File: src/common/soc_params.svh
`ifndef SOC_PARAMS_SVH
`define SOC_PARAMS_SVH

//////////////////////////////
// address map
//////////////////////////////
// region codes in addr[30:28]
`define REGION_ZERO     3'd0
`define REGION_MAIN     3'd1
`define REGION_UART     3'd2
`define REGION_EXT      3'd4

// sits in unmapped region 6
`define SOFT_RESET_ADDR 32'h6FFF_FFFC

// memory depth, word address bits
`define BOOT_ADDR_W     10
`define MAIN_ADDR_W     12

//////////////////////////////
// reset and uart
//////////////////////////////
// top bit sets after 1024 cycles
`define RST_CNT_W       11
`define SOFT_RST_CYCLES 5
// clocks per bit out of reset
`define UART_DIV_RESET  16'd8

`endif

File: src/common/soc_pkg.sv
`default_nettype none

package soc_pkg;

   // native bus fields
   typedef logic [31:0] addr_t;
   typedef logic [31:0] data_t;
   // all zero strobes mean a read
   typedef logic [3:0]  strb_t;
   // address bits 30 to 28
   typedef logic [2:0]  region_t;

   // external bridge, one access at a time
   typedef enum logic [2:0] {
      BR_IDLE,
      BR_WRITE,
      BR_WRESP,
      BR_READ,
      BR_RRESP,
      BR_DONE
   } bridge_state_t;

   // 8N1 framing
   typedef enum logic [1:0] {
      TX_IDLE,
      TX_START,
      TX_DATA,
      TX_STOP
   } uart_tx_state_t;

   typedef enum logic [1:0] {
      RX_IDLE,
      RX_START,
      RX_DATA,
      RX_STOP
   } uart_rx_state_t;

endpackage

`default_nettype wire

File: src/common/native_bus_if.sv
`timescale 1ns/10ps
`default_nettype none

interface native_bus_if
   import soc_pkg::*;
();

   // request, held by master until ready
   logic  valid;
   addr_t addr;
   data_t wdata;
   strb_t wstrb;
   // response, one cycle pulse
   logic  ready;
   data_t rdata;

   modport master (
      output valid, addr, wdata, wstrb,
      input  ready, rdata
   );

   modport slave (
      input  valid, addr, wdata, wstrb,
      output ready, rdata
   );

   // observe only
   modport monitor (
      input valid, addr, wdata, wstrb, ready, rdata
   );

endinterface

`default_nettype wire

File: src/uart/uart_core.sv
`timescale 1ns/10ps
`default_nettype none
`include "soc_params.svh"

module uart_core
   import soc_pkg::*;
(
   input  logic        clk,
   input  logic        reset,
   native_bus_if.slave bus,
   output logic        ser_tx,
   input  logic        ser_rx
);

   uart_tx_state_t tx_state;
   uart_rx_state_t rx_state;
   logic [1:0]     reg_sel;
   logic           acc;
   logic           wr_en;
   logic           rd_en;
   logic           ready_q;
   logic [15:0]    divisor;
   logic [15:0]    tx_cnt;
   logic [15:0]    rx_cnt;
   logic [2:0]     tx_bit;
   logic [2:0]     rx_bit;
   logic [7:0]     tx_shift;
   logic [7:0]     rx_shift;
   logic [7:0]     rx_data;
   logic           rx_valid;
   logic [1:0]     rx_sync;
   logic           tx_busy;
   logic           tx_tick;
   logic           rx_tick;
   logic           rx_half;

   //////////////////////////////
   // register access
   //////////////////////////////
   assign reg_sel = bus.addr[3:2];
   // first cycle of a request
   assign acc     = bus.valid && !ready_q;
   assign wr_en   = acc && (bus.wstrb != '0);
   assign rd_en   = acc && (bus.wstrb == '0);
   assign tx_busy = (tx_state != TX_IDLE);

   always_ff @(posedge clk or posedge reset) begin
      if (reset) begin
         ready_q <= 1'b0;
         divisor <= `UART_DIV_RESET;
      end else begin
         ready_q <= acc;
         if (wr_en && reg_sel == 2'd3) begin
            divisor <= bus.wdata[15:0];
         end
      end
   end

   always_ff @(posedge clk) begin
      if (rd_en) begin
         case (reg_sel)
            2'd1:    bus.rdata <= {30'd0, rx_valid, tx_busy};
            2'd2:    bus.rdata <= {24'd0, rx_data};
            2'd3:    bus.rdata <= {16'd0, divisor};
            default: bus.rdata <= '0;
         endcase
      end
   end

   assign bus.ready = ready_q;

   //////////////////////////////
   // transmitter
   //////////////////////////////
   assign tx_tick = (tx_cnt == divisor - 16'd1);

   always_ff @(posedge clk or posedge reset) begin
      if (reset) begin
         tx_state <= TX_IDLE;
         ser_tx   <= 1'b1;
         tx_cnt   <= '0;
         tx_bit   <= '0;
         tx_shift <= '0;
      end else begin
         tx_cnt <= tx_tick ? 16'd0 : tx_cnt + 16'd1;
         case (tx_state)
            TX_IDLE: begin
               tx_cnt <= '0;
               // writes while busy are dropped
               if (wr_en && reg_sel == 2'd0) begin
                  tx_shift <= bus.wdata[7:0];
                  ser_tx   <= 1'b0;
                  tx_state <= TX_START;
               end
            end
            TX_START: begin
               if (tx_tick) begin
                  ser_tx   <= tx_shift[0];
                  tx_bit   <= '0;
                  tx_state <= TX_DATA;
               end
            end
            TX_DATA: begin
               if (tx_tick) begin
                  if (tx_bit == 3'd7) begin
                     ser_tx   <= 1'b1;
                     tx_state <= TX_STOP;
                  end else begin
                     // lsb first
                     ser_tx   <= tx_shift[1];
                     tx_shift <= tx_shift >> 1;
                     tx_bit   <= tx_bit + 3'd1;
                  end
               end
            end
            default: begin
               if (tx_tick) begin
                  tx_state <= TX_IDLE;
               end
            end
         endcase
      end
   end

   //////////////////////////////
   // receiver
   //////////////////////////////
   assign rx_tick = (rx_cnt == divisor - 16'd1);
   // mid-bit of the start bit
   assign rx_half = (rx_cnt == {1'b0, divisor[15:1]} - 16'd1);

   always_ff @(posedge clk or posedge reset) begin
      if (reset) begin
         rx_sync  <= 2'b11;
         rx_state <= RX_IDLE;
         rx_cnt   <= '0;
         rx_bit   <= '0;
         rx_shift <= '0;
         rx_data  <= '0;
         rx_valid <= 1'b0;
      end else begin
         rx_sync <= {rx_sync[0], ser_rx};
         rx_cnt  <= rx_tick ? 16'd0 : rx_cnt + 16'd1;
         // read of rx data clears the flag
         if (rd_en && reg_sel == 2'd2) begin
            rx_valid <= 1'b0;
         end
         case (rx_state)
            RX_IDLE: begin
               rx_cnt <= '0;
               if (!rx_sync[1]) begin
                  rx_state <= RX_START;
               end
            end
            RX_START: begin
               if (rx_half) begin
                  rx_cnt   <= '0;
                  rx_bit   <= '0;
                  // glitch, back to idle
                  rx_state <= rx_sync[1] ? RX_IDLE : RX_DATA;
               end
            end
            RX_DATA: begin
               if (rx_tick) begin
                  rx_shift <= {rx_sync[1], rx_shift[7:1]};
                  rx_bit   <= rx_bit + 3'd1;
                  if (rx_bit == 3'd7) begin
                     rx_state <= RX_STOP;
                  end
               end
            end
            default: begin
               if (rx_tick) begin
                  // keep the byte only on a good stop bit
                  if (rx_sync[1]) begin
                     rx_data  <= rx_shift;
                     rx_valid <= 1'b1;
                  end
                  rx_state <= RX_IDLE;
               end
            end
         endcase
      end
   end

endmodule

`default_nettype wire

File: src/flat_wrapper.sv
// flat-port wrapper written by rule: the top's interface ports become plain ports
module uart_core_flat import soc_pkg::*;
  (clk, reset, ser_tx, ser_rx, bus_valid, bus_addr, bus_wdata, bus_wstrb, bus_ready, bus_rdata);
  native_bus_if bus_i ();
  input  logic clk;
  input  logic reset;
  output logic ser_tx;
  input  logic ser_rx;
  input wire logic [$bits(bus_i.valid)-1:0] bus_valid;
  input wire logic [$bits(bus_i.addr)-1:0] bus_addr;
  input wire logic [$bits(bus_i.wdata)-1:0] bus_wdata;
  input wire logic [$bits(bus_i.wstrb)-1:0] bus_wstrb;
  output wire logic [$bits(bus_i.ready)-1:0] bus_ready;
  output wire logic [$bits(bus_i.rdata)-1:0] bus_rdata;
  assign bus_i.valid = bus_valid;
  assign bus_i.addr = bus_addr;
  assign bus_i.wdata = bus_wdata;
  assign bus_i.wstrb = bus_wstrb;
  assign bus_ready = bus_i.ready;
  assign bus_rdata = bus_i.rdata;
  uart_core u_core (.clk(clk), .reset(reset), .bus(bus_i), .ser_tx(ser_tx), .ser_rx(ser_rx));
endmodule
File: config.mk
export PLATFORM = sky130hd
export DESIGN_NAME = uart_core_flat
export DESIGN_NICKNAME = d
export VERILOG_FILES = /design/src/common/soc_pkg.sv /design/src/common/native_bus_if.sv /design/src/uart/uart_core.sv /design/src/flat_wrapper.sv
export VERILOG_INCLUDE_DIRS = /design/src /design/src/common
export SDC_FILE = /design/constraint.sdc
export NUM_CORES = 1
export LEC_CHECK = 0
export BUFFER_PORTS_ARGS = -buffer_cell sky130_fd_sc_hd__buf_2
export CAP_MARGIN = 25
export CORE_MARGIN = 5
export CORE_UTILIZATION = 40
export DETAILED_ROUTE_END_ITERATION = 10
export PLACE_DENSITY = 0.56
export SLEW_MARGIN = 20
export SYNTH_ARGS = -nofsm -noshare
export SYNTH_HDL_FRONTEND = slang
export SYNTH_SLANG_ARGS = --single-unit
File: constraint.sdc
create_clock -name clk -period 4.8 [get_ports clk]
set_clock_uncertainty 0.05 [all_clocks]
set_input_delay 0.72 -clock clk [delete_from_list [all_inputs] [get_ports clk]]
set_output_delay 0.72 -clock clk [all_outputs]
set_load 0.01 [all_outputs]
==> results.yml <==
clock_tree:
  hold_buffers: 0
  cts.clk_slew.worst_paths_ps: 70
  cts_sinks: 103
  cts_setup_buffers: 0
  cts_tree: "done"
  insertion_delay_ps: 360
  cts_resized: 0
  cts_buffer_depth: 2
  root_buffer: "clkbuf_16"
  cts_buffers: 9
  h-tree-depth: 3
place:
  dp_hpwl_microns: 10910
  place.port_buffers: 43
  place_congestion: 0.9139
worst_setup_path:
  cp_slowest_cell: "or3b_2"
  cp-start-kind: "register"
  worst-path-stages: 10
  worstSetupPathType: "reg2reg"
  crit_path_max_incr_delay_ps: 520
  crit_chain: "inv_1 -> ha_1 -> or3b_2 -> nor4_4 -> nor3b_1 -> a2111oi_2 -> and3_1 -> and4_1 -> or2_1 -> nor2_1"
  cp_top_family: "simple AND/OR/NAND/NOR gates"
  cp.arrival_ps: 4100
  path_max_fanout: 16
  endpoint_kind: "register"
  critical_path_required_ps: 4970
  crit_buf_inv: 1
  rr_worst_depth: 10
detailed_routing:
  wl_per_cell_microns: 16.87
  routed_wl_microns: 14650
  ant_nets: 0
  drt_iter0_drc: 296
  drc_errors: 0
  routed_via_density: 5.341
  vias: 4636
  firstDrtPassIters: 4
global_route:
  grt_max_degree: 50
  grt_pass1_vias: 4478
  gr-usage-met3_pct: 2.480
  grt_first_pass_wirelength_microns: 23940
  antenna_found_initial: 0
  met2_usage_pct: 26.66
  busiest_layer: "met2"
  grt.total_usage_pct: 16.36
  grt.met1_usage_pct: 22.45
  grt.overflow.total: 0
die:
  ioPinCount: 106
  start_util_pct: 40.34
  die-area_sq_mm: 0.01852
  core_area_sq_mm: 0.01577
  dieWidth_microns: 136.1
  die_h_microns: 136.1
  rows: 46
logic_synthesis:
  synth_edf_count: 16
  async_reset_ff_share_pct: 84.47
  netlist_area_sq_mm: 0.006361
  synth_area_per_cell_sq_um: 10.18
  synth-seq-area-share_pct: 41.86
  synthCells: 625
  ys.flop_type: "dfrtp_1"
  yosys_warnings: 0
  ys_types: 75
  synth.ff_latch_count: 103
finish:
  ff_latch_area_sq_mm: 0.002663
  syn_to_final_growth_pct: 9.835
  final_common_cell: "dfrtp_1"
  multiInputGateArea_sq_mm: 0.003396
  drive_above_1_share_pct: 21.17
  utilization_pct: 44.30
  diodes: 0
  fillerInstances: 1550
  final_cell_mix: "dfrtp_1, nor2_1, mux2_2, buf_2"
  final_nets: 735
sta:
  worstMarginPinSlew_ps: 857.3
  finalSetupViolations: 0
  fin_crit_sh_pct: 81.92
  maxSlewViolCount: 0
  fin_crit_ps: 3932
  slew_headroom_pct: 42.32
  setup_tns_ps: 0
  rsz0062_at_grt: "no"
  hold_viol: 0
  fmax_mhz: 254.3
status:
  status: "completed"
pwr:
  p_leak_nw: 3.079
  ir_drop_uv: 177.7
  power_density_mw_per_mm2: 423.6
worst_hold_path:
  hold_depth: 0
  hold_class: "reg2reg"
flow_run:
  drv_cap: 0
## final timing paths
kind / startpoint / endpoint / slack (ps)
min in group asynchronous: reset / u_core.rx_data[3]$_DFFE_PP0P_ / 440
setup / recovery: u_core.divisor[0]$_DFFE_PP0P_ / u_core.tx_cnt[12]$_DFF_PP0_ / 870
setup reg to reg: u_core.divisor[0]$_DFFE_PP0P_ / u_core.tx_cnt[12]$_DFF_PP0_ / 870
hold reg to reg: u_core.rx_sync[0]$_DFF_PP1_ / u_core.rx_sync[1]$_DFF_PP1_ / 310
max in group asynchronous: reset / u_core.divisor[3]$_DFFE_PP1P_ / 3230
hold / removal: u_core.rx_sync[0]$_DFF_PP1_ / u_core.rx_sync[1]$_DFF_PP1_ / 310
## cell usage after synthesis, types with 9 or more instances
library cell  number  area (sq um)
a21oi_1           11         55.05
and3_1            22         137.6
buf_2              9         45.04
buf_4             19         142.6
clkbuf_1          21         78.83
dfrtp_1           83          2077
edfxtp_1          16         480.5
ha_1              16         200.2
inv_1             18         67.56
mux2_2            49         551.8
mux2i_1            9         90.09
nand2_1           40         150.1
nand3_1           29         145.1
nor2_1            57         214.0
nor2b_1           12         75.07
xnor2_1           42         367.9
xor2_1            42         367.9
## flip-flops by register name, indices dropped and copies added, names as in the netlist
signal,count
u_core.rx_shift,8
u_core.rx_data,8
u_core.divisor,16
u_core.rx_state,2
u_core.tx_cnt,16
u_core.bus.rdata,16
u_core.tx_shift,8
u_core.tx_state,2
u_core.tx_bit,3
u_core.ser_tx,1
u_core.rx_sync,2
u_core.rx_valid,1
u_core.rx_bit,3
u_core.bus.ready,1
u_core.rx_cnt,16
## per-layer routing
layer	routed length (microns)	part of all wire (%)
met1	6900	47
met4	228	1.6
met2	6905	47
met5	0	0
met3	610	4.2
## final cells by class
type,count,share of cell area [%]
clock inverters,7,1.486
repair buffers,49,3.725
well taps,216,3.868
clock buffers,9,3.223
flip-flops and latches,103,38.11
inverters,18,0.9850
multi-input cells,466,48.60
## power breakdown
part | switching (mW) | internal [mW]
logic | 0.489 | 0.412
clock network | 0.355 | 0.465
registers | 0.221 | 1.02
## worst reg2reg max path, stage by stage, from the launching register on
cell and delay [ps]:
dfrtp_1 500, inv_1 180, ha_1 280, or3b_2 520, nor4_4 460, nor3b_1 150
a2111oi_2 360, and3_1 260, and4_1 410, or2_1 500, nor2_1 120
## through the flow
step	instances	instance area, sq um	worst slack, ps	hold slack, ps	power, mW
final	868	6987	868.0	309.6	2.960
after global routing	868	6987	633.6	316.2	3.151
after CTS	868	6987	916.6	310.2	2.983
after detailed placement	852	6658	929.9	299.5	2.149
after global placement	852	6658	961.8	297.5	2.132
after floorplan	640	6417	1628	295.2	1.940
## cells by family after synthesis
family | synth area share [%]
fa+ha+maj | 3.147
compound gates | 8.753
simple gates | 18.63
xor+xnor | 11.57
other cells | 0.05895
buf+inv | 5.724
mux | 10.27
flops | 41.86
(Power assumes the default switching activity.)
