<file path="config.mk">
export PLATFORM = sky130hd
export DESIGN_NAME = bus_interconnect_flat
export DESIGN_NICKNAME = d
export VERILOG_FILES = /design/src/common/soc_pkg.sv /design/src/common/native_bus_if.sv /design/src/design/bus_interconnect.sv /design/src/flat_wrapper.sv
export VERILOG_INCLUDE_DIRS = /design/src /design/src/common
export SDC_FILE = /design/constraint.sdc
export NUM_CORES = 1
export LEC_CHECK = 0
export BUFFER_PORTS_ARGS = -buffer_cell sky130_fd_sc_hd__buf_2
export CAP_MARGIN = 20
export CORE_AREA = 2 2 201 203
export CTS_BUF_LIST = sky130_fd_sc_hd__clkbuf_8
export DETAILED_ROUTE_END_ITERATION = 12
export DIE_AREA = 0 0 203 205
export SKIP_LAST_GASP = 1
export SLEW_MARGIN = 20
export SYNTH_ARGS = -nofsm -noshare
export SYNTH_HDL_FRONTEND = slang
export SYNTH_SLANG_ARGS = --single-unit
</file>
<file path="constraint.sdc">
create_clock -name clk -period 3.7 [get_ports clk]
set_input_delay 0.37 -clock clk [delete_from_list [all_inputs] [get_ports clk]]
set_output_delay 0.37 -clock clk [all_outputs]
set_load 0.1 [all_outputs]
</file>
<file path="src/common/soc_params.svh">
`ifndef SOC_PARAMS_SVH
`define SOC_PARAMS_SVH

//////////////////////////////
// address map
//////////////////////////////
// region codes in addr[30:28]
`define REGION_ZERO     3'd0
`define REGION_MAIN     3'd1
`define REGION_UART     3'd2
`define REGION_EXT      3'd4

// sits in unmapped region 6
`define SOFT_RESET_ADDR 32'h6FFF_FFFC

// memory depth, word address bits
`define BOOT_ADDR_W     10
`define MAIN_ADDR_W     12

//////////////////////////////
// reset and uart
//////////////////////////////
// top bit sets after 1024 cycles
`define RST_CNT_W       11
`define SOFT_RST_CYCLES 5
// clocks per bit out of reset
`define UART_DIV_RESET  16'd8

`endif

</file>
<file path="src/common/soc_pkg.sv">
`default_nettype none

package soc_pkg;

   // native bus fields
   typedef logic [31:0] addr_t;
   typedef logic [31:0] data_t;
   // all zero strobes mean a read
   typedef logic [3:0]  strb_t;
   // address bits 30 to 28
   typedef logic [2:0]  region_t;

   // external bridge, one access at a time
   typedef enum logic [2:0] {
      BR_IDLE,
      BR_WRITE,
      BR_WRESP,
      BR_READ,
      BR_RRESP,
      BR_DONE
   } bridge_state_t;

   // 8N1 framing
   typedef enum logic [1:0] {
      TX_IDLE,
      TX_START,
      TX_DATA,
      TX_STOP
   } uart_tx_state_t;

   typedef enum logic [1:0] {
      RX_IDLE,
      RX_START,
      RX_DATA,
      RX_STOP
   } uart_rx_state_t;

endpackage

`default_nettype wire

</file>
<file path="src/common/native_bus_if.sv">
`timescale 1ns/10ps
`default_nettype none

interface native_bus_if
   import soc_pkg::*;
();

   // request, held by master until ready
   logic  valid;
   addr_t addr;
   data_t wdata;
   strb_t wstrb;
   // response, one cycle pulse
   logic  ready;
   data_t rdata;

   modport master (
      output valid, addr, wdata, wstrb,
      input  ready, rdata
   );

   modport slave (
      input  valid, addr, wdata, wstrb,
      output ready, rdata
   );

   // observe only
   modport monitor (
      input valid, addr, wdata, wstrb, ready, rdata
   );

endinterface

`default_nettype wire

</file>
<file path="src/design/bus_interconnect.sv">
`timescale 1ns/10ps
`default_nettype none
`include "soc_params.svh"

module bus_interconnect
   import soc_pkg::*;
(
   input  logic         clk,
   input  logic         reset,
   input  logic         mem_sel,
   native_bus_if.slave  master,
   native_bus_if.master boot,
   native_bus_if.master main,
   native_bus_if.master uart,
   native_bus_if.master ext
);

   region_t region;
   logic    sel_boot;
   logic    sel_main;
   logic    sel_uart;
   logic    sel_ext;
   logic    sel_none;
   logic    none_ready;

   //////////////////////////////
   // decode
   //////////////////////////////
   assign region   = master.addr[30:28];
   // region 0 follows mem_sel
   assign sel_boot = (region == `REGION_ZERO) && !mem_sel;
   assign sel_main = (region == `REGION_MAIN) || ((region == `REGION_ZERO) && mem_sel);
   assign sel_uart = (region == `REGION_UART);
   assign sel_ext  = (region == `REGION_EXT);
   assign sel_none = !(sel_boot || sel_main || sel_uart || sel_ext);

   // fields fan out, valid only to the selected slave
   assign boot.valid = master.valid && sel_boot;
   assign boot.addr  = master.addr;
   assign boot.wdata = master.wdata;
   assign boot.wstrb = master.wstrb;

   assign main.valid = master.valid && sel_main;
   assign main.addr  = master.addr;
   assign main.wdata = master.wdata;
   assign main.wstrb = master.wstrb;

   assign uart.valid = master.valid && sel_uart;
   assign uart.addr  = master.addr;
   assign uart.wdata = master.wdata;
   assign uart.wstrb = master.wstrb;

   assign ext.valid  = master.valid && sel_ext;
   assign ext.addr   = master.addr;
   assign ext.wdata  = master.wdata;
   assign ext.wstrb  = master.wstrb;

   // unmapped, answer one cycle later with zero
   always_ff @(posedge clk or posedge reset) begin
      if (reset) begin
         none_ready <= 1'b0;
      end else begin
         none_ready <= master.valid && sel_none && !none_ready;
      end
   end

   //////////////////////////////
   // response mux
   //////////////////////////////
   always_comb begin
      if (sel_boot) begin
         master.ready = boot.ready;
         master.rdata = boot.rdata;
      end else if (sel_main) begin
         master.ready = main.ready;
         master.rdata = main.rdata;
      end else if (sel_uart) begin
         master.ready = uart.ready;
         master.rdata = uart.rdata;
      end else if (sel_ext) begin
         master.ready = ext.ready;
         master.rdata = ext.rdata;
      end else begin
         master.ready = none_ready;
         master.rdata = '0;
      end
   end

   // one slave addressed, one response coming back
   a_one_slave: assert property (@(posedge clk) disable iff (reset)
      $onehot0({boot.valid, main.valid, uart.valid, ext.valid}) &&
      $onehot0({boot.ready, main.ready, uart.ready, ext.ready, none_ready}));

endmodule

`default_nettype wire

</file>
<file path="src/flat_wrapper.sv">
// flat-port wrapper written by rule: the top's interface ports become plain ports
module bus_interconnect_flat import soc_pkg::*;
  (clk, reset, mem_sel, master_valid, master_addr, master_wdata, master_wstrb, master_ready, master_rdata, boot_valid, boot_addr, boot_wdata, boot_wstrb, boot_ready, boot_rdata, main_valid, main_addr, main_wdata, main_wstrb, main_ready, main_rdata, uart_valid, uart_addr, uart_wdata, uart_wstrb, uart_ready, uart_rdata, ext_valid, ext_addr, ext_wdata, ext_wstrb, ext_ready, ext_rdata);
  native_bus_if master_i ();
  native_bus_if boot_i ();
  native_bus_if main_i ();
  native_bus_if uart_i ();
  native_bus_if ext_i ();
  input  logic clk;
  input  logic reset;
  input  logic mem_sel;
  input wire logic [$bits(master_i.valid)-1:0] master_valid;
  input wire logic [$bits(master_i.addr)-1:0] master_addr;
  input wire logic [$bits(master_i.wdata)-1:0] master_wdata;
  input wire logic [$bits(master_i.wstrb)-1:0] master_wstrb;
  output wire logic [$bits(master_i.ready)-1:0] master_ready;
  output wire logic [$bits(master_i.rdata)-1:0] master_rdata;
  output wire logic [$bits(boot_i.valid)-1:0] boot_valid;
  output wire logic [$bits(boot_i.addr)-1:0] boot_addr;
  output wire logic [$bits(boot_i.wdata)-1:0] boot_wdata;
  output wire logic [$bits(boot_i.wstrb)-1:0] boot_wstrb;
  input wire logic [$bits(boot_i.ready)-1:0] boot_ready;
  input wire logic [$bits(boot_i.rdata)-1:0] boot_rdata;
  output wire logic [$bits(main_i.valid)-1:0] main_valid;
  output wire logic [$bits(main_i.addr)-1:0] main_addr;
  output wire logic [$bits(main_i.wdata)-1:0] main_wdata;
  output wire logic [$bits(main_i.wstrb)-1:0] main_wstrb;
  input wire logic [$bits(main_i.ready)-1:0] main_ready;
  input wire logic [$bits(main_i.rdata)-1:0] main_rdata;
  output wire logic [$bits(uart_i.valid)-1:0] uart_valid;
  output wire logic [$bits(uart_i.addr)-1:0] uart_addr;
  output wire logic [$bits(uart_i.wdata)-1:0] uart_wdata;
  output wire logic [$bits(uart_i.wstrb)-1:0] uart_wstrb;
  input wire logic [$bits(uart_i.ready)-1:0] uart_ready;
  input wire logic [$bits(uart_i.rdata)-1:0] uart_rdata;
  output wire logic [$bits(ext_i.valid)-1:0] ext_valid;
  output wire logic [$bits(ext_i.addr)-1:0] ext_addr;
  output wire logic [$bits(ext_i.wdata)-1:0] ext_wdata;
  output wire logic [$bits(ext_i.wstrb)-1:0] ext_wstrb;
  input wire logic [$bits(ext_i.ready)-1:0] ext_ready;
  input wire logic [$bits(ext_i.rdata)-1:0] ext_rdata;
  assign master_i.valid = master_valid;
  assign master_i.addr = master_addr;
  assign master_i.wdata = master_wdata;
  assign master_i.wstrb = master_wstrb;
  assign master_ready = master_i.ready;
  assign master_rdata = master_i.rdata;
  assign boot_valid = boot_i.valid;
  assign boot_addr = boot_i.addr;
  assign boot_wdata = boot_i.wdata;
  assign boot_wstrb = boot_i.wstrb;
  assign boot_i.ready = boot_ready;
  assign boot_i.rdata = boot_rdata;
  assign main_valid = main_i.valid;
  assign main_addr = main_i.addr;
  assign main_wdata = main_i.wdata;
  assign main_wstrb = main_i.wstrb;
  assign main_i.ready = main_ready;
  assign main_i.rdata = main_rdata;
  assign uart_valid = uart_i.valid;
  assign uart_addr = uart_i.addr;
  assign uart_wdata = uart_i.wdata;
  assign uart_wstrb = uart_i.wstrb;
  assign uart_i.ready = uart_ready;
  assign uart_i.rdata = uart_rdata;
  assign ext_valid = ext_i.valid;
  assign ext_addr = ext_i.addr;
  assign ext_wdata = ext_i.wdata;
  assign ext_wstrb = ext_i.wstrb;
  assign ext_i.ready = ext_ready;
  assign ext_i.rdata = ext_rdata;
  bus_interconnect u_core (.clk(clk), .reset(reset), .mem_sel(mem_sel), .master(master_i), .boot(boot_i), .main(main_i), .uart(uart_i), .ext(ext_i));
endmodule
</file>
==> results.yml <==
logic_synthesis:
  netlist_instances: 512
  ys_warn_count: 0
  syn-num-nets: 716
  ys_seq_elements: 1
  post_synth.cell_area_avg_um2: 7.05
  seq_area_frac_synth_pct: 0.693
  yosysUniqueCellTypes: 22
  syn_area_um2: 3610
worst_setup_path:
  slowest_delay_ns: 0.74
  crit_fanout: 43
  path_cells: "buf_2, buf_4, or2_2, nor2_1, a221oi_2, buf_2"
  crit_path_start_kind: "input pin"
  r2r_cells: 1
  critical_path.endpoint_type: "output port"
  cp.arrival_ns: 2.58
  path_depth: 6
  crit_path_top_delay_cell: "or2_2"
  worst-path-buf-inv: 3
  crit_top_cell: "buf_2"
  worst-setup-path-type: "in2out"
  cp_top_family: "buffers and inverters"
  worstPathRequired_ns: 3.33
power:
  p_per_area_nw_per_um2: 198
  pwr-share-clk_pct: 0
  power_uw: 615
  ir_drop_mv: 0.0703
  p_int_uw: 165
  swShare_pct: 73.2
  power_frac_comb_pct: 98.0
  pwr-share-seq_pct: 2.0
  p_sw_uw: 450
  leakage_nw: 1.37
grt:
  track_usage_pct: 5.66
  grt_max_degree: 45
  use_met2_pct: 9.52
  grt_antenna_before_repair: 9
  grt_pass1_wl_mm: 17.5
  met1_usage_pct: 5.52
  grt_use_met3_pct: 3.28
  overflow: 0
  grt_pass1_vias: 2671
  top_usage_layer: "met2"
place:
  routabilityCongestion: 0.775
  hpwl_mm: 10.7
  port_buffers: 187
route:
  via_per_inst: 2.85
  drcViolationCount: 0
  final_antenna_net_count: 0
  drt-total-wl_mm: 13.3
  num_vias: 2672
  firstDrtPassIters: 4
  drt_iter0_markers: 204
  wire_per_inst_um: 14.2
sta:
  skew_ns: 0
  tightest_slew_ns: 0.841
  rsz0062_at_grt: "no"
  period_share_pct: 79.8
  fin_crit_ns: 2.95
  final-setup-viol-count: 0
  setup_tns_ns: 0
  fmax_mhz: 339
  maxSlewViolCount: 0
  slew_headroom_pct: 43.9
  hold_violations: 0
  hold_slack_ns: 0.226
floorplanning:
  fp.dieW_um: 203
  ios: 513
  die_h_um: 205
  row_count: 73
  die_area_um2: 41600
  coreArea_um2: 39400
  initial_core_util_pct: 9.17
cts:
  cts_resized: 0
  clock_latency_ns: 0
  path_clk_slew_ns: 0
  postCtsSetupBuffers: 0
  cts_hold_buf: 0
cells_and_area:
  fin_nets: 615
  areaGrowthSynthToFinish_pct: -14.0
  reg_top3: "u_core.none_ready x1"
  final_cell_mix: "184 x buf_2, 66 x nor2_1, 34 x nand2_1, 34 x a21o_1, 33 x nand2b_1"
  multiInputGateArea_um2: 1400
  regMostFlops: "u_core.none_ready"
  regArea_um2: 25.0
  fillers: 4614
  final_common_cell: "buf_2"
  layout-drive-gt1-share_pct: 56.2
  finish.utilization_pct: 7.89
  largest_reg_flops: 1
run_status:
  outcome: "completed"
run:
  maxCapViolCount: 0
hold_path:
  min_path_type: "in2async"
logic make-up (layout without fill, tap and decap cells):
family,after synthesis,count (layout),synth area share [%]
compound gates,71,71,21.2
other cells,0,3,0
flops,1,1,0.693
mux,1,1,0.277
buf+inv,300,197,60.6
simple gates,139,139,17.2
per-layer routing:
metal / vias to the layer above / share of wire, %
met1: 1157 / 35
met2: 255 / 44
li1: 1186 / -
met5: - / 0.59
met4: 12 / 5.1
met3: 62 / 15
final timing paths:
path                                    from  slack, ns                 to
max reg2reg                u_core.none_ready       3.07  u_core.none_ready
max in group asynchronous              reset       3.36  u_core.none_ready
min in group clk           u_core.none_ready       0.44  u_core.none_ready
min                                    reset       0.23  u_core.none_ready
min reg2reg                u_core.none_ready       0.44  u_core.none_ready
max                          master_addr[29]       0.75   master_rdata[30]
area by class of cell:
cell class | instances | share of cell area [%]
antenna | 3 | 0.242
inverter | 2 | 0.242
multi-input combinational | 211 | 45.2
sequential | 1 | 0.806
tap | 525 | 21.2
timing repair buffer | 195 | 32.3
synth_stat cells:
| cell | count | area (um2) |
|---|---|---|
| or4_4 | 1 | 11.3 |
| or3_1 | 1 | 6.26 |
| nor2_1 | 67 | 251 |
| clkbuf_1 | 16 | 60.1 |
| a22oi_1 | 1 | 7.51 |
| buf_2 | 4 | 20.0 |
| a211oi_1 | 1 | 7.51 |
| buf_4 | 272 | 2040 |
| dfrtp_1 | 1 | 25.0 |
| a21o_1 | 34 | 255 |
| mux2i_1 | 1 | 10.0 |
| nand2_1 | 34 | 128 |
| and3_1 | 1 | 6.26 |
| o21ai_0 | 2 | 10.0 |
| a221oi_2 | 32 | 480 |
| buf_1 | 1 | 3.75 |
| inv_1 | 2 | 7.51 |
| nand2b_1 | 33 | 206 |
| nor3_1 | 1 | 5.00 |
| a21oi_1 | 1 | 5.00 |
| or2_2 | 1 | 6.26 |
| buf_6 | 5 | 56.3 |
power groups by stage:
stage	registers [mW]	clock network, mW	logic, mW
6_report	0.0125	0.000000109	0.602
5_1_grt	0.0125	0.0000000361	0.631
4_1_cts	0.0125	0	0.607
3_5_place_dp	0.0124	0	0.606
3_3_place_gp	0.0125	0	0.602
2_1_floorplan	0.0122	0	1.78
through the flow:
stage | cells | area [um2] | setup slack (ns)
2_1_floorplan | 512 | 3610 | 0.402
3_3_place_gp | 934 | 3100 | 0.747
3_5_place_dp | 934 | 3100 | 0.698
4_1_cts | 934 | 3100 | 0.698
5_1_grt | 935 | 3100 | 0.543
6_report | 937 | 3100 | 0.747
(Power assumes the default switching activity.)
