==> config.mk <==
export PLATFORM = sky130hd
export DESIGN_NAME = reset_ctrl_flat
export DESIGN_NICKNAME = d
export VERILOG_FILES = /design/src/common/soc_pkg.sv /design/src/common/native_bus_if.sv /design/src/design/reset_ctrl.sv /design/src/flat_wrapper.sv
export VERILOG_INCLUDE_DIRS = /design/src /design/src/common
export SDC_FILE = /design/constraint.sdc
export NUM_CORES = 1
export LEC_CHECK = 0
export ABC_AREA = 1
export BUFFER_PORTS_ARGS = -buffer_cell sky130_fd_sc_hd__buf_4
export CORE_MARGIN = 2
export CORE_UTILIZATION = 25
export DETAILED_ROUTE_END_ITERATION = 16
export SLEW_MARGIN = 25
export SYNTH_ARGS = -nofsm -noshare
export SYNTH_HDL_FRONTEND = slang
export SYNTH_SLANG_ARGS = --single-unit
==> constraint.sdc <==
create_clock -name clk -period 1.4 [get_ports clk]
set_clock_uncertainty 0.15 [all_clocks]
set_input_delay 0.21 -clock clk [delete_from_list [all_inputs] [get_ports clk]]
set_output_delay 0.21 -clock clk [all_outputs]
set_load 0.05 [all_outputs]
==> src/common/soc_params.svh <==
`ifndef SOC_PARAMS_SVH
`define SOC_PARAMS_SVH

//////////////////////////////
// address map
//////////////////////////////
// region codes in addr[30:28]
`define REGION_ZERO     3'd0
`define REGION_MAIN     3'd1
`define REGION_UART     3'd2
`define REGION_EXT      3'd4

// sits in unmapped region 6
`define SOFT_RESET_ADDR 32'h6FFF_FFFC

// memory depth, word address bits
`define BOOT_ADDR_W     10
`define MAIN_ADDR_W     12

//////////////////////////////
// reset and uart
//////////////////////////////
// top bit sets after 1024 cycles
`define RST_CNT_W       11
`define SOFT_RST_CYCLES 5
// clocks per bit out of reset
`define UART_DIV_RESET  16'd8

`endif

==> src/common/soc_pkg.sv <==
`default_nettype none

package soc_pkg;

   // native bus fields
   typedef logic [31:0] addr_t;
   typedef logic [31:0] data_t;
   // all zero strobes mean a read
   typedef logic [3:0]  strb_t;
   // address bits 30 to 28
   typedef logic [2:0]  region_t;

   // external bridge, one access at a time
   typedef enum logic [2:0] {
      BR_IDLE,
      BR_WRITE,
      BR_WRESP,
      BR_READ,
      BR_RRESP,
      BR_DONE
   } bridge_state_t;

   // 8N1 framing
   typedef enum logic [1:0] {
      TX_IDLE,
      TX_START,
      TX_DATA,
      TX_STOP
   } uart_tx_state_t;

   typedef enum logic [1:0] {
      RX_IDLE,
      RX_START,
      RX_DATA,
      RX_STOP
   } uart_rx_state_t;

endpackage

`default_nettype wire

==> src/common/native_bus_if.sv <==
`timescale 1ns/10ps
`default_nettype none

interface native_bus_if
   import soc_pkg::*;
();

   // request, held by master until ready
   logic  valid;
   addr_t addr;
   data_t wdata;
   strb_t wstrb;
   // response, one cycle pulse
   logic  ready;
   data_t rdata;

   modport master (
      output valid, addr, wdata, wstrb,
      input  ready, rdata
   );

   modport slave (
      input  valid, addr, wdata, wstrb,
      output ready, rdata
   );

   // observe only
   modport monitor (
      input valid, addr, wdata, wstrb, ready, rdata
   );

endinterface

`default_nettype wire

==> src/design/reset_ctrl.sv <==
`timescale 1ns/10ps
`default_nettype none
`include "soc_params.svh"

module reset_ctrl (
   input  logic          clk,
   input  logic          reset,
   native_bus_if.monitor bus,
   output logic          sys_ready,
   output logic          core_reset,
   output logic          mem_sel
);

   logic [`RST_CNT_W-1:0]       rst_cnt;
   logic [`SOFT_RST_CYCLES-1:0] pulse;
   logic                        soft_hit;

   //////////////////////////////
   // power-on counter
   //////////////////////////////
   // stops once the top bit sets
   always_ff @(posedge clk or posedge reset) begin
      if (reset) begin
         rst_cnt <= '0;
      end else if (!rst_cnt[`RST_CNT_W-1]) begin
         rst_cnt <= rst_cnt + 1'b1;
      end
   end

   assign sys_ready = rst_cnt[`RST_CNT_W-1];

   //////////////////////////////
   // soft reset
   //////////////////////////////
   // first cycle of the request only, ready not yet back
   assign soft_hit = sys_ready && bus.valid && !bus.ready &&
                     (bus.addr == `SOFT_RESET_ADDR);

   // mem_sel sticks until hard reset
   // pulse drains one bit per cycle
   always_ff @(posedge clk or posedge reset) begin
      if (reset) begin
         mem_sel <= 1'b0;
         pulse   <= '0;
      end else if (soft_hit) begin
         mem_sel <= 1'b1;
         pulse   <= '1;
      end else begin
         pulse <= pulse >> 1;
      end
   end

   assign core_reset = !sys_ready || pulse[0];

   // core held and boot memory kept while the counter runs
   a_core_held: assert property (@(posedge clk) disable iff (reset)
      !sys_ready |-> core_reset && !mem_sel);

   // swap and core pulse for the full length
   a_soft_pulse: assert property (@(posedge clk) disable iff (reset)
      soft_hit |=> (mem_sel && core_reset) [*`SOFT_RST_CYCLES]);

endmodule

`default_nettype wire

==> src/flat_wrapper.sv <==
// flat-port wrapper written by rule: the top's interface ports become plain ports
module reset_ctrl_flat 
  (clk, reset, sys_ready, core_reset, mem_sel, bus_valid, bus_addr, bus_wdata, bus_wstrb, bus_ready, bus_rdata);
  native_bus_if bus_i ();
  input  logic clk;
  input  logic reset;
  output logic sys_ready;
  output logic core_reset;
  output logic mem_sel;
  input wire logic [$bits(bus_i.valid)-1:0] bus_valid;
  input wire logic [$bits(bus_i.addr)-1:0] bus_addr;
  input wire logic [$bits(bus_i.wdata)-1:0] bus_wdata;
  input wire logic [$bits(bus_i.wstrb)-1:0] bus_wstrb;
  input wire logic [$bits(bus_i.ready)-1:0] bus_ready;
  input wire logic [$bits(bus_i.rdata)-1:0] bus_rdata;
  assign bus_i.valid = bus_valid;
  assign bus_i.addr = bus_addr;
  assign bus_i.wdata = bus_wdata;
  assign bus_i.wstrb = bus_wstrb;
  assign bus_i.ready = bus_ready;
  assign bus_i.rdata = bus_rdata;
  reset_ctrl u_core (.clk(clk), .reset(reset), .bus(bus_i), .sys_ready(sys_ready), .core_reset(core_reset), .mem_sel(mem_sel));
endmodule
==> results of run 1 <==
[worst register-to-register path: cells and delay by family, from the launching register on]
kind	cells	cell delay, ns
and+or+nand+nor	4	0.30
buffers and inverters	2	0.22
DFF	1	0.42
AOI/OAI and AO/OA	1	0.11
[layer usage]
| layer | wire length (um) | GRT usage [%] | vias up | share of wire (%) |
|---|---|---|---|---|
| li1 | - | - | 479 | - |
| met1 | 792 | 11.3 | 390 | 42 |
| met2 | 914 | 17.5 | 30 | 49 |
| met3 | 140 | 3.08 | 4 | 7.5 |
| met4 | 17 | 2.34 | 0 | 0.91 |
| met5 | 0 | 0 | - | 0 |
[sequential cells by signal, indices dropped and copies added (netlist names)]
signal / count
u_core.mem_sel: 1
u_core.rst_cnt: 11
u_core.pulse: 5
[stage by stage]
| step | hold WS, ns | TNS (ns) |
|---|---|---|
| after floorplan | -0.0140 | 0 |
| after global placement | 0.0895 | 0 |
| after detailed placement | 0.0966 | 0 |
| after CTS | 0.0766 | -0.0274 |
| after global routing | 0.0938 | -0.0611 |
| final | 0.0798 | -0.0154 |
[cell usage after synthesis (all sizes together)]
| cell | n |
|---|---|
| ha | 1 |
| dfrtp | 17 |
| inv | 17 |
| xor2 | 3 |
| nand4 | 7 |
| nand2 | 49 |
| nand3b | 1 |
| xnor2 | 4 |
| nand3 | 2 |
| nor3 | 1 |
| nor2 | 20 |
| or2 | 1 |
| o21ai | 2 |
[kinds of logic (layout without fill, tap and decap cells)]
| group | Yosys count | after routing | synth area share [%] |
|---|---|---|---|
| buf+inv | 17 | 66 | 6.79 |
| xor+xnor | 7 | 7 | 6.52 |
| flops | 17 | 17 | 45.3 |
| fa+ha+maj | 1 | 1 | 1.33 |
| compound gates | 2 | 2 | 1.07 |
| simple gates | 81 | 81 | 39.0 |
[cell usage in the layout (no fill, tap or decap), drive strengths merged]
master       synthesis  routed
clkinv               0       1
nor2                20      20
xnor2                4       4
nand4                7       7
nand3b               1       1
clkbuf               0       3
dfrtp               17      17
inv                 17      17
nand2               49      49
ha                   1       1
o21ai                2       2
or2                  1       1
nor3                 1       1
nand3                2       2
buf                  0      44
dlygate4sd3          0       1
xor2                 3       3
[layout make-up]
| cell class | count | share of cell area (%) |
|---|---|---|
| clock buffer | 3 | 2.92 |
| clock inverter | 1 | 0.354 |
| inverter | 17 | 4.69 |
| timing repair buffer | 45 | 24.8 |
| tap | 48 | 4.24 |
| multi-input combinational | 91 | 32.8 |
| sequential | 17 | 30.2 |
[power breakdown]
part	internal, mW	leakage [nW]	switching, mW
clock network	0.197	0.0255	0.164
registers	0.491	0.216	0
logic	0.0752	0.450	0.0422
[worst max-delay path by stage]
stage / start / end
after floorplan: u_core.rst_cnt[10] / core_reset
final: u_core.rst_cnt[10] / core_reset
after global placement: u_core.rst_cnt[10] / u_core.rst_cnt[8]
after CTS: u_core.rst_cnt[10] / core_reset
after detailed placement: u_core.rst_cnt[10] / u_core.rst_cnt[8]
after global routing: u_core.rst_cnt[10] / core_reset
[timing repair]
item / CTS / global route
setup buffers: 2 / 0
endpoints found under the hold margin: 17 / 0
hold buffers: 1 / 0
endpoints found under the setup margin: 1 / 5
resized for setup: 3 / 5
==> metrics, run 1 <==
status=complete, but fails checks; failing checks=negative setup slack; Max Cap Violations=0; syn_nets=230; drt wl/cell=between 8 and 9 um; Ant. Diodes=0; Hold Crit Class=primary input to flop; Worst R2R Path Depth=7; sequential cell area=between 400 and 500 um2; final setup vio count=1; Sink Count=17; first-pass iteration count of the detailed router=4; IO buf count=38; post-layout min period=~1.4 ns; Yosys cell types=19; Placement Rows=22; pre-CTS setup slack=0.0659 ns; aggregate global-route resource usage=9.78%; Area contributors post-synth=dfrtp_1 (45%), nand2_1 (18%), nor2_1 (6.8%), inv_1 (6.4%), nand4_1 (4.7%); Clock Path Buffers=2; worst reg2reg path startpoint=u_core.rst_cnt[10]; fin cells=222; RePlAce Congestion=just over 0.7; Synth Register Bits=17; Detailed Route Iter0 Violations=24; CP startpoint kind=flop; Endpoint, Worst Hold=u_core.pulse[4]; DRT antenna net count=0; total wire length=roughly 1.9 mm; CTS tree=done; clk slew on worst S/H paths=around 0.06 ns; critical path required time=between 1 and 1.5 ns; die area=about 4300 um2; Max transition margin=a little under nine tenths; Lkg Pwr=0.692 nW; fillers=just under 400; register area share after synthesis=45.3%; Post-Syn Instances=approximately 130; layout cell share with drive strength beyond 1=between 30% and 40%; vias in the first global route=between 800 and 900; hold path startpoint=bus_addr[31]; Final #Nets=280; DP Area=1320 um2; maximum resistive drop on vdd=between 200 and 250 uV; r2r endpoint=u_core.rst_cnt[8]; Crit. End Element=output pin; Setup Crit Path Kind=flop to output pin; largest area contributor in the netlist=dfrtp_1; initial antenna violation count=0; CP cell instances=inv_4, or2_4, buf_8; syn avg cell area=7.52 um2; die width=roughly 65 um; area fraction of the dominant cell type after synthesis=45.3%; core area=around 3600 um2; Skew-Pair Late Insertion Delay=between 0.2 and 0.3 ns; first-pass GRT wire length=between 3 and 4 mm; Top-Level Pins=between 100 and 150; Tcrit/Tclk final=101%; fin area=around 1400 um2; WP buf/inv=2; P&R area growth vs syn=50.6%; Hold Path Depth=4; Crit path largest cell delay=0.39 ns; RSZ-0062 raised after global routing=yes; CTS buffer count=3; r2r setup slk=approximately 0.090 ns; post-route total power=971 uW; final core utilization=between 30% and 40%; Vias/cell=4.07; Critical Path AT=1.06 ns; number of cells on the critical path=3; DR vias=approximately 900; Mapped Area=940 um2; H-Tree Depth=1; clock root cell=clkbuf_8; Worst path slowest cell=dfrtp_2; initial core utilization=approximately a quarter; total gr overflow=0; die extent in y=65.3 um; number of synthesis warnings=0; Power Dens Cells=686 nW/um2; largest net degree at the start of global routing=18; Tightest Pin Transition=between 0.2 and 0.25 ns; Pins Over Slew Limit=0; Top Family by Delay on Critical Path=flip-flops; Setup WS post-layout=-0.0154 ns; Max Freq=~0.7 GHz; area of the multi-input gates=464 um2; Post-Place Cells=about 220; crit path max fanout=3; DRC viols=0; post-DP HPWL=1.51 mm; final hold vios=0
Power figures use the tool's default switching activity.
==> run 2: changes to the inputs <==
--- a/config.mk
+++ b/config.mk
@@ -8,6 +8,7 @@
 export LEC_CHECK = 0
 export ABC_AREA = 1
 export BUFFER_PORTS_ARGS = -buffer_cell sky130_fd_sc_hd__buf_4
+export CORE_ASPECT_RATIO = 1.25
 export CORE_MARGIN = 2
 export CORE_UTILIZATION = 25
 export DETAILED_ROUTE_END_ITERATION = 16
==> metrics, run 2 (synthesized netlist as in run 1, its figures left out) <==
IO buf count=38 (unchanged); crit path max fanout=2 (was 3); CTS tree=done (unchanged); die area=4270 um2 (was 4260 um2); first-pass GRT wire length=3.48 mm (was 3.31 mm); Largest Register=u_core.rst_cnt (unchanged); Lkg Pwr=0.695 nW (was 0.692 nW); Tcrit/Tclk final=100% (was 101%); pre-CTS setup slack=0.0479 ns (was 0.0659 ns); Worst path slowest cell=dfrtp_2 (unchanged); Ant. Diodes=0 (unchanged); status=complete, but fails checks (unchanged); Clock Path Buffers=2 (unchanged); drt wl/cell=9.20 um (was 8.40 um); total wire length=1.97 mm (was 1.86 mm); post-DP HPWL=1.63 mm (was 1.51 mm); Setup Crit Path Kind=flop to output pin (unchanged); Sink Count=17 (unchanged); layout cell share with drive strength beyond 1=35.4% (was 36.2%); Max Cap Violations=0 (unchanged); Crit. End Element=output pin (unchanged); WP buf/inv=2 (unchanged); aggregate global-route resource usage=10.7% (was 9.78%); total gr overflow=0 (unchanged); vias in the first global route=893 (was 853); Max transition margin=84.0% (was 85.8%); Critical Path AT=1.04 ns (was 1.06 ns); initial core utilization=26.5% (was 25.9%); Skew-Pair Late Insertion Delay=0.26 ns (was 0.25 ns); clock root cell=clkbuf_8 (unchanged); Tightest Pin Transition=0.240 ns (was 0.212 ns); DR vias=898 (was 903); Hold Crit Class=primary input to flop (unchanged); final hold vios=0 (unchanged); Largest register FFs=11 (unchanged); RePlAce Congestion=0.724 (was 0.708); largest net degree at the start of global routing=11 (was 18); fin area=1410 um2 (was 1420 um2); Placement Rows=24 (was 22); Detailed Route Iter0 Violations=22 (was 24); Crit path largest cell delay=0.39 ns (about the same); critical path required time=1.04 ns (about the same); Top-Level Pins=107 (unchanged); first-pass iteration count of the detailed router=6 (was 4); failing checks=negative setup slack (unchanged); Top Family by Delay on Critical Path=flip-flops (unchanged); CTS buffer count=3 (unchanged); RSZ-0062 raised after global routing=yes (unchanged); Final #Nets=281 (was 280); Power Dens Cells=695 nW/um2 (was 686 nW/um2); post-route total power=977 uW (was 971 uW); maximum resistive drop on vdd=212 uV (was 222 uV); Vias/cell=4.20 (was 4.07); core area=3540 um2 (was 3630 um2); Pins Over Slew Limit=0 (unchanged); H-Tree Depth=1 (unchanged); most frequent cells in the layout=nand2_1 (45), buf_4 (43), nor2_1 (17), inv_1 (16), dfrtp_1 (16) (was nand2_1 (45), buf_4 (42), inv_1 (16), nor2_1 (16), dfrtp_1 (16)); Max Freq=0.712 GHz (was 0.706 GHz); CP startpoint kind=flop (unchanged); post-layout min period=1.40 ns (was 1.42 ns); Setup WS post-layout=-0.00421 ns (was -0.0154 ns); Top Registers=u_core.rst_cnt x11, u_core.pulse x5, u_core.mem_sel x1 (unchanged); die width=58.8 um (was 65.3 um); commonest non-fill, non-tap cell in the layout=nand2_1 (unchanged); CP cell instances=inv_4, or2_4, buf_8 (unchanged); final setup vio count=1 (unchanged); DP Area=1310 um2 (was 1320 um2); DRT antenna net count=0 (unchanged); DRC viols=0 (unchanged); initial antenna violation count=0 (unchanged); P&R area growth vs syn=49.5% (was 50.6%); clk slew on worst S/H paths=0.07 ns (was 0.06 ns); die extent in y=72.5 um (was 65.3 um)
-- run 2: area by class of cell --
class,instances,area (um2)
fill,387,2140
multi-input combinational,91,458
sequential,17,427
timing repair buffer,46,359
inverter,17,66.3
tap,39,48.8
clock buffer,3,41.3
clock inverter,1,5.00
-- run 2: routing by layer --
| metal | GRT usage (%) | wire length (um) | vias up |
|---|---|---|---|
| li1 | - | - | 479 |
| met3 | 1.60 | 122 | 3 |
| met4 | 6.82 | 38 | 0 |
| met5 | 0 | 0 | - |
| met2 | 17.7 | 941 | 37 |
| met1 | 12.8 | 866 | 379 |
-- run 2: path summary, 6_finish.rpt --
| path | from | endpoint | slack (ns) | depth (start not counted) |
|---|---|---|---|---|
| worst max-delay path | u_core.rst_cnt[10] | core_reset | -0.004 | 3 |
| worst max register to register | u_core.rst_cnt[10] | u_core.rst_cnt[8] | 0.07 | 7 |
| min in group asynchronous | reset | u_core.pulse[2] | 0.27 | 3 |
| worst min-delay path | bus_addr[31] | u_core.pulse[4] | 0.07 | 4 |
| worst min register to register | u_core.pulse[1] | u_core.pulse[0] | 0.28 | 2 |
| max in group asynchronous | reset | u_core.rst_cnt[10] | 0.45 | 4 |
-- run 2: metrics by stage --
step / hold slack, ns / utilization (%) / instances / setup TNS [ns]
global placement: -0.00129 / 36.9 / 206 / 0
finish: 0.0674 / 39.7 / 214 / -0.00421
global route: 0.0725 / 39.7 / 214 / -0.165
CTS: 0.0634 / 39.4 / 214 / -0.0164
floorplan: -0.0140 / - / 125 / 0
detailed placement: 0.00265 / 36.9 / 206 / 0
-- run 2: worst reg2reg max path: cells and delay by family (launching register included) --
kind	cells	cell delay, ns
simple gates	4	0.31
flops	1	0.42
buf+inv	2	0.20
compound gates	1	0.15
-- run 2: repair_timing --
| action | in CTS | in global routing |
|---|---|---|
| pin swaps | 0 | 1 |
| hold buffers | 1 | 0 |
| gates resized for setup | 3 | 3 |
| endpoints found under the hold margin | 17 | 0 |
| setup endpoints to repair | 1 | 8 |
| buffers inserted | 3 | 0 |
-- run 2: report_power, final --
part	switching [mW]	internal (mW)
registers	0	0.491
clock network	0.169	0.198
logic	0.0421	0.0769
